--- src/verilog/aluPkg.sv ---
`default_nettype none

package aluPkg;

	////////////////////////////////////////////////////////////
	// single-precision format
	////////////////////////////////////////////////////////////

	localparam int wordWidth = 32;
	localparam int expWidth = 8;
	localparam int fracWidth = 23;

	localparam logic [wordWidth-1:0] canonicalNan = 32'h7fc00000; // quiet, positive

	typedef enum logic [4:0]
	{
		opAdd = 5'd0,
		opSub = 5'd1,
		opAnd = 5'd2,
		opOr = 5'd3,
		opSltu = 5'd5,
		opFsgnj = 5'd8,
		opFsgnjn = 5'd9,
		opFsgnjx = 5'd10,
		opFmin = 5'd11,
		opFmax = 5'd12,
		opFeq = 5'd13,
		opFlt = 5'd14,
		opFle = 5'd15,
		opFclass = 5'd17,
		opFmv = 5'd18
	} aluOp_t;

	typedef enum logic [1:0]
	{
		stateIdle,
		stateCompute,
		stateHold
	} ctrlState_t;

	////////////////////////////////////////////////////////////
	// bundles
	////////////////////////////////////////////////////////////

	typedef struct packed
	{
		aluOp_t op;
		logic [wordWidth-1:0] srcA;
		logic [wordWidth-1:0] srcB;
	} aluRequest_t;

	typedef struct packed
	{
		logic [wordWidth-1:0] value;
		logic zero; // operand equality
		logic invalid; // NV
	} aluResult_t;

	typedef struct packed
	{
		logic sign;
		logic isZero;
		logic isSubnormal;
		logic isInf;
		logic isNan;
		logic isSignaling;
	} floatCategory_t;

	typedef struct packed
	{
		logic [wordWidth-1:0] sum;
		logic [wordWidth-1:0] difference;
		logic [wordWidth-1:0] andValue;
		logic [wordWidth-1:0] orValue;
		logic lessUnsigned;
		logic zero;
	} intResult_t;

	typedef struct packed
	{
		logic eq;
		logic lt;
		logic le;
		logic [wordWidth-1:0] minValue;
		logic [wordWidth-1:0] maxValue;
		logic invalidQuiet; // any NaN seen
		logic invalidSignaling; // signaling NaN seen
	} cmpResult_t;

endpackage

`default_nettype wire

--- src/verilog/intArith.sv ---
`timescale 1ns/1ps
`default_nettype none

module intArith
(
	input logic [aluPkg::wordWidth-1:0] opA,
	input logic [aluPkg::wordWidth-1:0] opB,
	output aluPkg::intResult_t intResult
);

	logic [aluPkg::wordWidth-1:0] sum;
	logic [aluPkg::wordWidth-1:0] difference;
	logic [aluPkg::wordWidth:0] borrowDiff;
	logic lessUnsigned;

	// carry out of A - B doubles as the unsigned compare
	assign borrowDiff = {1'b0, opA} - {1'b0, opB};
	assign difference = borrowDiff[aluPkg::wordWidth-1:0];
	assign lessUnsigned = borrowDiff[aluPkg::wordWidth];

	assign sum = opA + opB;

	always_comb
	begin
		intResult.sum = sum;
		intResult.difference = difference;
		intResult.andValue = opA & opB;
		intResult.orValue = opA | opB;
		intResult.lessUnsigned = lessUnsigned;
		intResult.zero = (opA == opB); // bitwise, not float equality
	end

endmodule

`default_nettype wire

--- src/verilog/floatClassify.sv ---
`timescale 1ns/1ps
`default_nettype none

module floatClassify
(
	input logic [aluPkg::wordWidth-1:0] operand,
	output aluPkg::floatCategory_t category,
	output logic [9:0] classMask
);

	localparam int fracTop = aluPkg::fracWidth - 1;

	logic [aluPkg::expWidth-1:0] exponent;
	logic [aluPkg::fracWidth-1:0] fraction;
	logic sign;
	logic expZero;
	logic expOnes;
	logic fracZero;
	logic isNormal;

	assign sign = operand[aluPkg::wordWidth-1];
	assign exponent = operand[aluPkg::wordWidth-2 -: aluPkg::expWidth];
	assign fraction = operand[aluPkg::fracWidth-1:0];

	assign expZero = (exponent == '0);
	assign expOnes = (exponent == '1);
	assign fracZero = (fraction == '0);
	assign isNormal = !expZero && !expOnes;

	always_comb
	begin
		category.sign = sign;
		category.isZero = expZero && fracZero;
		category.isSubnormal = expZero && !fracZero;
		category.isInf = expOnes && fracZero;
		category.isNan = expOnes && !fracZero;
		category.isSignaling = expOnes && !fracZero && !fraction[fracTop]; // quiet bit clear

		classMask[0] = sign && category.isInf;
		classMask[1] = sign && isNormal;
		classMask[2] = sign && category.isSubnormal;
		classMask[3] = sign && category.isZero;
		classMask[4] = !sign && category.isZero;
		classMask[5] = !sign && category.isSubnormal;
		classMask[6] = !sign && isNormal;
		classMask[7] = !sign && category.isInf;
		classMask[8] = category.isSignaling; // NaN sign ignored
		classMask[9] = category.isNan && !category.isSignaling;
	end

endmodule

`default_nettype wire

--- src/verilog/floatCompare.sv ---
`timescale 1ns/1ps
`default_nettype none

module floatCompare
(
	input logic [aluPkg::wordWidth-1:0] opA,
	input logic [aluPkg::wordWidth-1:0] opB,
	input aluPkg::floatCategory_t catA,
	input aluPkg::floatCategory_t catB,
	output aluPkg::cmpResult_t cmpResult
);

	localparam int magWidth = aluPkg::expWidth + aluPkg::fracWidth;

	logic [magWidth-1:0] magA;
	logic [magWidth-1:0] magB;
	logic bothZero;
	logic anyNan;
	logic equal;
	logic aLess;
	logic aBelow;
	logic [aluPkg::wordWidth-1:0] minPick;
	logic [aluPkg::wordWidth-1:0] maxPick;

	assign magA = opA[magWidth-1:0];
	assign magB = opB[magWidth-1:0];
	assign bothZero = catA.isZero && catB.isZero;
	assign anyNan = catA.isNan || catB.isNan;

	////////////////////////////////////////////////////////////
	// ordering of non-NaN values
	////////////////////////////////////////////////////////////

	assign equal = bothZero || (opA == opB); // +0 == -0

	always_comb
	begin
		if (catA.sign != catB.sign)
			aLess = catA.sign && !bothZero;
		else if (catA.sign)
			aLess = magA > magB; // both negative, larger magnitude is smaller
		else
			aLess = magA < magB;
	end

	// min/max treat -0 as below +0
	assign aBelow = aLess || (bothZero && catA.sign && !catB.sign);

	always_comb
	begin
		if (catA.isNan && catB.isNan)
		begin
			minPick = aluPkg::canonicalNan;
			maxPick = aluPkg::canonicalNan;
		end
		else if (catA.isNan)
		begin
			minPick = opB;
			maxPick = opB;
		end
		else if (catB.isNan)
		begin
			minPick = opA;
			maxPick = opA;
		end
		else
		begin
			minPick = aBelow ? opA : opB;
			maxPick = aBelow ? opB : opA;
		end
	end

	always_comb
	begin
		cmpResult.eq = !anyNan && equal;
		cmpResult.lt = !anyNan && aLess;
		cmpResult.le = !anyNan && (aLess || equal);
		cmpResult.minValue = minPick;
		cmpResult.maxValue = maxPick;
		cmpResult.invalidQuiet = anyNan;
		cmpResult.invalidSignaling = catA.isSignaling || catB.isSignaling;
	end

endmodule

`default_nettype wire

--- src/verilog/aluControl.sv ---
`timescale 1ns/1ps
`default_nettype none

module aluControl
(
	input logic clk,
	input logic reset,
	input logic req,
	input aluPkg::aluRequest_t request,
	output logic ack,
	output aluPkg::aluResult_t result,
	output logic [aluPkg::wordWidth-1:0] opA,
	output logic [aluPkg::wordWidth-1:0] opB,
	input aluPkg::intResult_t intResult,
	input aluPkg::cmpResult_t cmpResult,
	input logic [9:0] classMaskA
);

	localparam int signBit = aluPkg::wordWidth - 1;
	localparam int magWidth = aluPkg::expWidth + aluPkg::fracWidth;

	aluPkg::ctrlState_t state;
	aluPkg::aluOp_t opReg;
	aluPkg::aluResult_t nextResult;
	logic [magWidth-1:0] magA;

	assign magA = opA[magWidth-1:0];

	////////////////////////////////////////////////////////////
	// four-phase handshake
	////////////////////////////////////////////////////////////

	always_ff @(posedge clk)
	begin
		if (reset)
		begin
			state <= aluPkg::stateIdle;
			ack <= 1'b0;
			result <= '0;
		end
		else
		begin
			case (state)
				aluPkg::stateIdle:
				begin
					if (req)
						state <= aluPkg::stateCompute;
				end
				aluPkg::stateCompute:
				begin
					result <= nextResult;
					ack <= 1'b1;
					state <= aluPkg::stateHold;
				end
				aluPkg::stateHold:
				begin
					if (!req) // requester released
					begin
						ack <= 1'b0;
						state <= aluPkg::stateIdle;
					end
				end
				default:
					state <= aluPkg::stateIdle;
			endcase
		end
	end

	always_ff @(posedge clk)
	begin
		if (state == aluPkg::stateIdle && req)
		begin
			opReg <= request.op;
			opA <= request.srcA;
			opB <= request.srcB;
		end
	end

	////////////////////////////////////////////////////////////
	// result select
	////////////////////////////////////////////////////////////

	always_comb
	begin
		nextResult.value = intResult.sum;
		nextResult.zero = intResult.zero; // every opcode
		nextResult.invalid = 1'b0;
		case (opReg)
			aluPkg::opAdd: nextResult.value = intResult.sum;
			aluPkg::opSub: nextResult.value = intResult.difference;
			aluPkg::opAnd: nextResult.value = intResult.andValue;
			aluPkg::opOr: nextResult.value = intResult.orValue;
			aluPkg::opSltu:
				nextResult.value = {{(aluPkg::wordWidth-1){1'b0}}, intResult.lessUnsigned};
			aluPkg::opFsgnj: nextResult.value = {opB[signBit], magA};
			aluPkg::opFsgnjn: nextResult.value = {~opB[signBit], magA};
			aluPkg::opFsgnjx: nextResult.value = {opA[signBit] ^ opB[signBit], magA};
			aluPkg::opFmin:
			begin
				nextResult.value = cmpResult.minValue;
				nextResult.invalid = cmpResult.invalidSignaling;
			end
			aluPkg::opFmax:
			begin
				nextResult.value = cmpResult.maxValue;
				nextResult.invalid = cmpResult.invalidSignaling;
			end
			aluPkg::opFeq:
			begin
				nextResult.value = {{(aluPkg::wordWidth-1){1'b0}}, cmpResult.eq};
				nextResult.invalid = cmpResult.invalidSignaling;
			end
			aluPkg::opFlt:
			begin
				nextResult.value = {{(aluPkg::wordWidth-1){1'b0}}, cmpResult.lt};
				nextResult.invalid = cmpResult.invalidQuiet; // quiet NaN also traps
			end
			aluPkg::opFle:
			begin
				nextResult.value = {{(aluPkg::wordWidth-1){1'b0}}, cmpResult.le};
				nextResult.invalid = cmpResult.invalidQuiet;
			end
			aluPkg::opFclass: nextResult.value = {{(aluPkg::wordWidth-10){1'b0}}, classMaskA};
			aluPkg::opFmv: nextResult.value = opA;
			default: nextResult.value = intResult.sum; // unused codes add
		endcase
	end

endmodule

`default_nettype wire

--- src/verilog/aluTop.sv ---
`timescale 1ns/1ps
`default_nettype none

module aluTop
(
	input logic clk,
	input logic reset,
	input logic req,
	input aluPkg::aluRequest_t request,
	output logic ack,
	output aluPkg::aluResult_t result
);

	logic [aluPkg::wordWidth-1:0] opA;
	logic [aluPkg::wordWidth-1:0] opB;
	aluPkg::intResult_t intResult;
	aluPkg::cmpResult_t cmpResult;
	aluPkg::floatCategory_t catA;
	aluPkg::floatCategory_t catB;
	logic [9:0] classMaskA;

	aluControl control
	(
		.clk(clk),
		.reset(reset),
		.req(req),
		.request(request),
		.ack(ack),
		.result(result),
		.opA(opA),
		.opB(opB),
		.intResult(intResult),
		.cmpResult(cmpResult),
		.classMaskA(classMaskA)
	);

	intArith arith
	(
		.opA(opA),
		.opB(opB),
		.intResult(intResult)
	);

	floatClassify classA
	(
		.operand(opA),
		.category(catA),
		.classMask(classMaskA)
	);

	// fclass only looks at operand A
	floatClassify classB
	(
		.operand(opB),
		.category(catB),
		.classMask()
	);

	floatCompare compare
	(
		.opA(opA),
		.opB(opB),
		.catA(catA),
		.catB(catB),
		.cmpResult(cmpResult)
	);

endmodule

`default_nettype wire

--- config.mk ---
export PLATFORM = sky130hd
export DESIGN_NAME = aluTop
export DESIGN_NICKNAME = d
export VERILOG_FILES = /design/src/verilog/aluPkg.sv /design/src/verilog/intArith.sv /design/src/verilog/floatClassify.sv /design/src/verilog/floatCompare.sv /design/src/verilog/aluControl.sv /design/src/verilog/aluTop.sv
export SDC_FILE = /design/constraint.sdc
export NUM_CORES = 1
export LEC_CHECK = 0
export ABC_AREA = 1
export BUFFER_PORTS_ARGS = -buffer_cell sky130_fd_sc_hd__clkbuf_2
export CAP_MARGIN = 25
export CELL_PAD_IN_SITES_DETAIL_PLACEMENT = 1
export CELL_PAD_IN_SITES_GLOBAL_PLACEMENT = 1
export CORE_MARGIN = 5
export CORE_UTILIZATION = 35
export CTS_CLUSTER_DIAMETER = 40
export DETAILED_ROUTE_END_ITERATION = 10
export PLACE_DENSITY_LB_ADDON = 0.2
export SLEW_MARGIN = 20
export SYNTH_ARGS = -nofsm -noshare
export SYNTH_HDL_FRONTEND = slang
export SYNTH_SLANG_ARGS = --single-unit
--- constraint.sdc ---
create_clock -name clk -period 7.3 [get_ports clk]
set_clock_uncertainty 0.05 [all_clocks]
set_input_delay 0.73 -clock clk [delete_from_list [all_inputs] [get_ports clk]]
set_output_delay 0.73 -clock clk [all_outputs]
set_load 0.01 [all_outputs]
==> run_results.csv <==
group,metric,value,unit
run_status,outcome,"completed",
placed_design,hpwlAfterDp,34.6,mm
finish,multi_input_area,6550,sq um
power_and_ir_drop,vdd_drop_max,0.000118,V
logic_synthesis,synth.ff_latch_count,106,
logic_synthesis,async_reset_ff_share,0,%
worst_hold_path,hold_end,"control.result[3]",
logic_synthesis,synth_flop_cell,"edfxtp_1",
detailed_routing,drt-initial-drc-count,1125,
finish,final_area,11600,sq um
setup_path,rr_startpoint,"control.opA[16]",
clock_network,cts_resized,0,
logic_synthesis,syn-num-nets,1753,
power_and_ir_drop,p_clk_share,25.3,%
sta,period_share,57.7,%
finish,drive_gt1_share,11.9,%
logic_synthesis,ys_types,51,
sta,fin_ws,3090,ps
logic_synthesis,yosysWarnings,0,
logic_synthesis,synth_area,10500,sq um
sta,tightest_slew,1180,ps
sta,drv_slew,0,
clock_network,cts_setup_buffers,0,
setup_path,r2r_slack,3090,ps
finish,area_growth_syn_to_layout,9.92,%
sta,setup-tns-final,0,ps
setup_path,path_max_fanout,24,
placed_design,placed_cell_area,11300,sq um
logic_synthesis,synth_cells,1583,
placed_design,place_congestion,0.945,
power_and_ir_drop,p_seq_share,36.2,%
floorplan,dieArea,33700,sq um
sta,finalHoldViolCount,0,
setup_path,crit_chain,"inv_1, ha_1, inv_1, nand2_1, nand2_1, nand2_1, nand2_1, nand2_1, nand2_1, a21oi_2, nand2_2, nand2_1, nand3_2, nand2_2, nand3_4, nand2_2, buf_4, inv_2, nor2_1, o21ai_1, nand2_1, nand3_1, nand2_1, inv_1",
setup_path,worstSetupEndpointType,"flop",
floorplan,ios,107,
sta,rsz0062_at_grt,"false",
sta,whs,430,ps
clock_network,h-tree-depth,3,
worst_hold_path,hold_class,"reg2reg",
power_and_ir_drop,swShare,43.1,%
clock_network,root_buffer,"clkbuf_16",
finish,antennaDiodeCount,0,
job,cap_violations,0,
sta,post-route-min-period,4210,ps
sta,fmax,0.237,GHz
logic_synthesis,ys_seq_area_share,26.7,%
setup_path,cp.arrival,4470,ps
setup_path,worst_path_max_delay_cell,"ha_1",
global_routing,grt_pass1_wl,68.9,mm
power_and_ir_drop,power_switching,0.868,mW
finish,regArea,2810,sq um
setup_path,r2r-end,"control.result[15]",
global_routing,grt_max_degree,47,
detailed_routing,via_per_inst,5.60,
detailed_routing,dr.pass1.iters,6,
floorplan,die_h,184,um
worst_hold_path,min_path_cells,2,
clock_network,cts_buffers,9,
worst_hold_path,worstHoldStart,"control.result[3]",
clock_network,cts_tree,"yes",
detailed_routing,ant_nets,0,
power_and_ir_drop,p_leak,5.48,nW
logic_synthesis,synth_edf_count,69,
clock_network,cts-hold-fix-buffers,0,
placed_design,io_buffers,106,
placed_design,dp_slack,3240,ps
global_routing,grt_pass1_vias,11590,
power_and_ir_drop,power_frac_comb,38.5,%
detailed_routing,wl_per_cell,22.4,um
finish,nets,1816,
power_and_ir_drop,p_total,2.01,mW
finish,fill_cells,3877,
global_routing,grt_usage,26.8,%
global_routing,gr-total-overflow,0,
logic_synthesis,synth_area_per_cell,6.66,sq um
floorplan,start_util,35.5,%
clock_network,clkTransAtPathRegs,90,ps
detailed_routing,drt_wl_total,45.6,mm
clock_network,clock_latency,400,ps
sta,slew-limit-headroom,20.7,%
floorplan,die_x,184,um
setup_path,start_kind,"flop",
floorplan,row_count,63,
clock_network,cts_buffer_depth,2,
setup_path,critPathMaxStageDelay,500,ps
power_and_ir_drop,p_per_area,174,nW/um^2
setup_path,r2r_cells,24,
global_routing,antenna_found_initial,0,
detailed_routing,via_count,11430,
floorplan,core_area,29700,sq um
setup_path,critPathMostFrequentCell,"nand2_1",
detailed_routing,route.detailed.drc,0,
setup_path,cp.required,7550,ps
power_and_ir_drop,internal_power,1.15,mW
sta,setup_viol,0,
clock_network,clock_sinks,106,
setup_path,path_class,"reg2reg",
==> power groups by stage <==
stage                     clock [mW]  sequential [mW]  combinational (mW)
after CTS                      0.523            0.730               0.758
after detailed placement           0            0.743               0.753
after global placement             0            0.742               0.744
after global routing           0.552            0.735               0.847
after floorplan                    0            0.740               0.507
final                          0.510            0.730               0.775
==> cell usage after synthesis (14+ instances only) <==
| cell type | instances | area (sq um) |
|---|---|---|
| nor2_1 | 170 | 638 |
| nor3_1 | 24 | 120 |
| xor2_1 | 14 | 123 |
| inv_1 | 213 | 800 |
| edfxtp_1 | 69 | 2070 |
| ha_1 | 96 | 1200 |
| buf_2 | 17 | 85.1 |
| nand2_1 | 347 | 1300 |
| a21oi_1 | 119 | 596 |
| clkbuf_1 | 28 | 105 |
| nand4_1 | 30 | 188 |
| buf_6 | 14 | 158 |
| o21ai_0 | 92 | 460 |
| dfxtp_1 | 37 | 741 |
| nand3_1 | 127 | 636 |
| o21ai_1 | 19 | 95.1 |
==> logic make-up (layout without fill, tap and decap cells) <==
group / Yosys count / count (layout) / share of synthesized area (%)
AO/OA/AOI/OAI: 324 / 324 / 17.9
XOR/XNOR: 15 / 15 / 1.25
adder cells (fa/ha/maj): 98 / 98 / 11.8
buffers and inverters: 289 / 357 / 11.6
flip-flops: 106 / 106 / 26.7
AND/OR/NAND/NOR: 751 / 751 / 30.8
==> per-stage QoR <==
stage | cells | utilization [%]
detailed placement | 2024 | 38.0
global placement | 2024 | 38.0
finish | 2041 | 39.0
floorplan | 1583 | -
global route | 2041 | 39.0
CTS | 2040 | 39.0
==> worst max-delay path by stage <==
| stage | start | endpoint | depth (start not counted) |
|---|---|---|---|
| floorplan | req | control.opA[0] | 2 |
| global placement | control.opA[30] | control.result[15] | 20 |
| detailed placement | control.opB[8] | control.result[15] | 21 |
| CTS | control.opA[16] | control.result[30] | 23 |
| global route | control.opA[18] | control.result[17] | 22 |
| finish | control.opA[16] | control.result[15] | 24 |
==> cell usage in the layout (no fill, tap or decap), drive strengths merged, types with 3 or more instances in the layout <==
cell type / instances
a2111oi: 6
a21oi: 128
nor2: 181
o21ai: 112
o21bai: 11
nand2: 357
a221oi: 11
edfxtp: 69
ha: 96
o2111ai: 3
nor4: 11
nand4: 30
o211ai: 11
nand3b: 4
buf: 11
a21boi: 3
nor3: 27
a211oi: 8
dfxtp: 37
o21a: 4
a31oi: 6
inv: 229
o22ai: 9
or2: 10
clkbuf: 115
nand3: 129
xor2: 14
o221ai: 8
==> flip-flops by register name, summed over array words and instances, names as in the netlist <==
| register | cells |
|---|---|
| control.result | 34 |
| control.opA | 32 |
| control.opB | 32 |
| control.opReg | 5 |
| control.state | 2 |
| control.ack | 1 |
==> worst max-delay path: cells and delay by family (launching register included) <==
family,cells,cell delay [ps]
simple gates,16,1740
fa+ha+maj,1,500
compound gates,2,310
buf+inv,5,1030
flops,1,450
==> cell type report <==
type / count / area share (%)
well taps: 390 / 4.21
multi-input cells: 1188 / 56.5
inverters: 224 / 7.25
clock buffers: 9 / 1.94
repair buffers: 117 / 5.35
flip-flops and latches: 106 / 24.3
clock inverters: 7 / 0.486
==> metal layers <==
metal	track usage (%)	vias up	share of wire, %
met2	41.3	426	44
met4	7.30	0	2.6
li1	-	5389	-
met1	38.4	5534	46
met3	4.89	81	7.3
met5	0	-	0
Power figures use the tool's default switching activity.
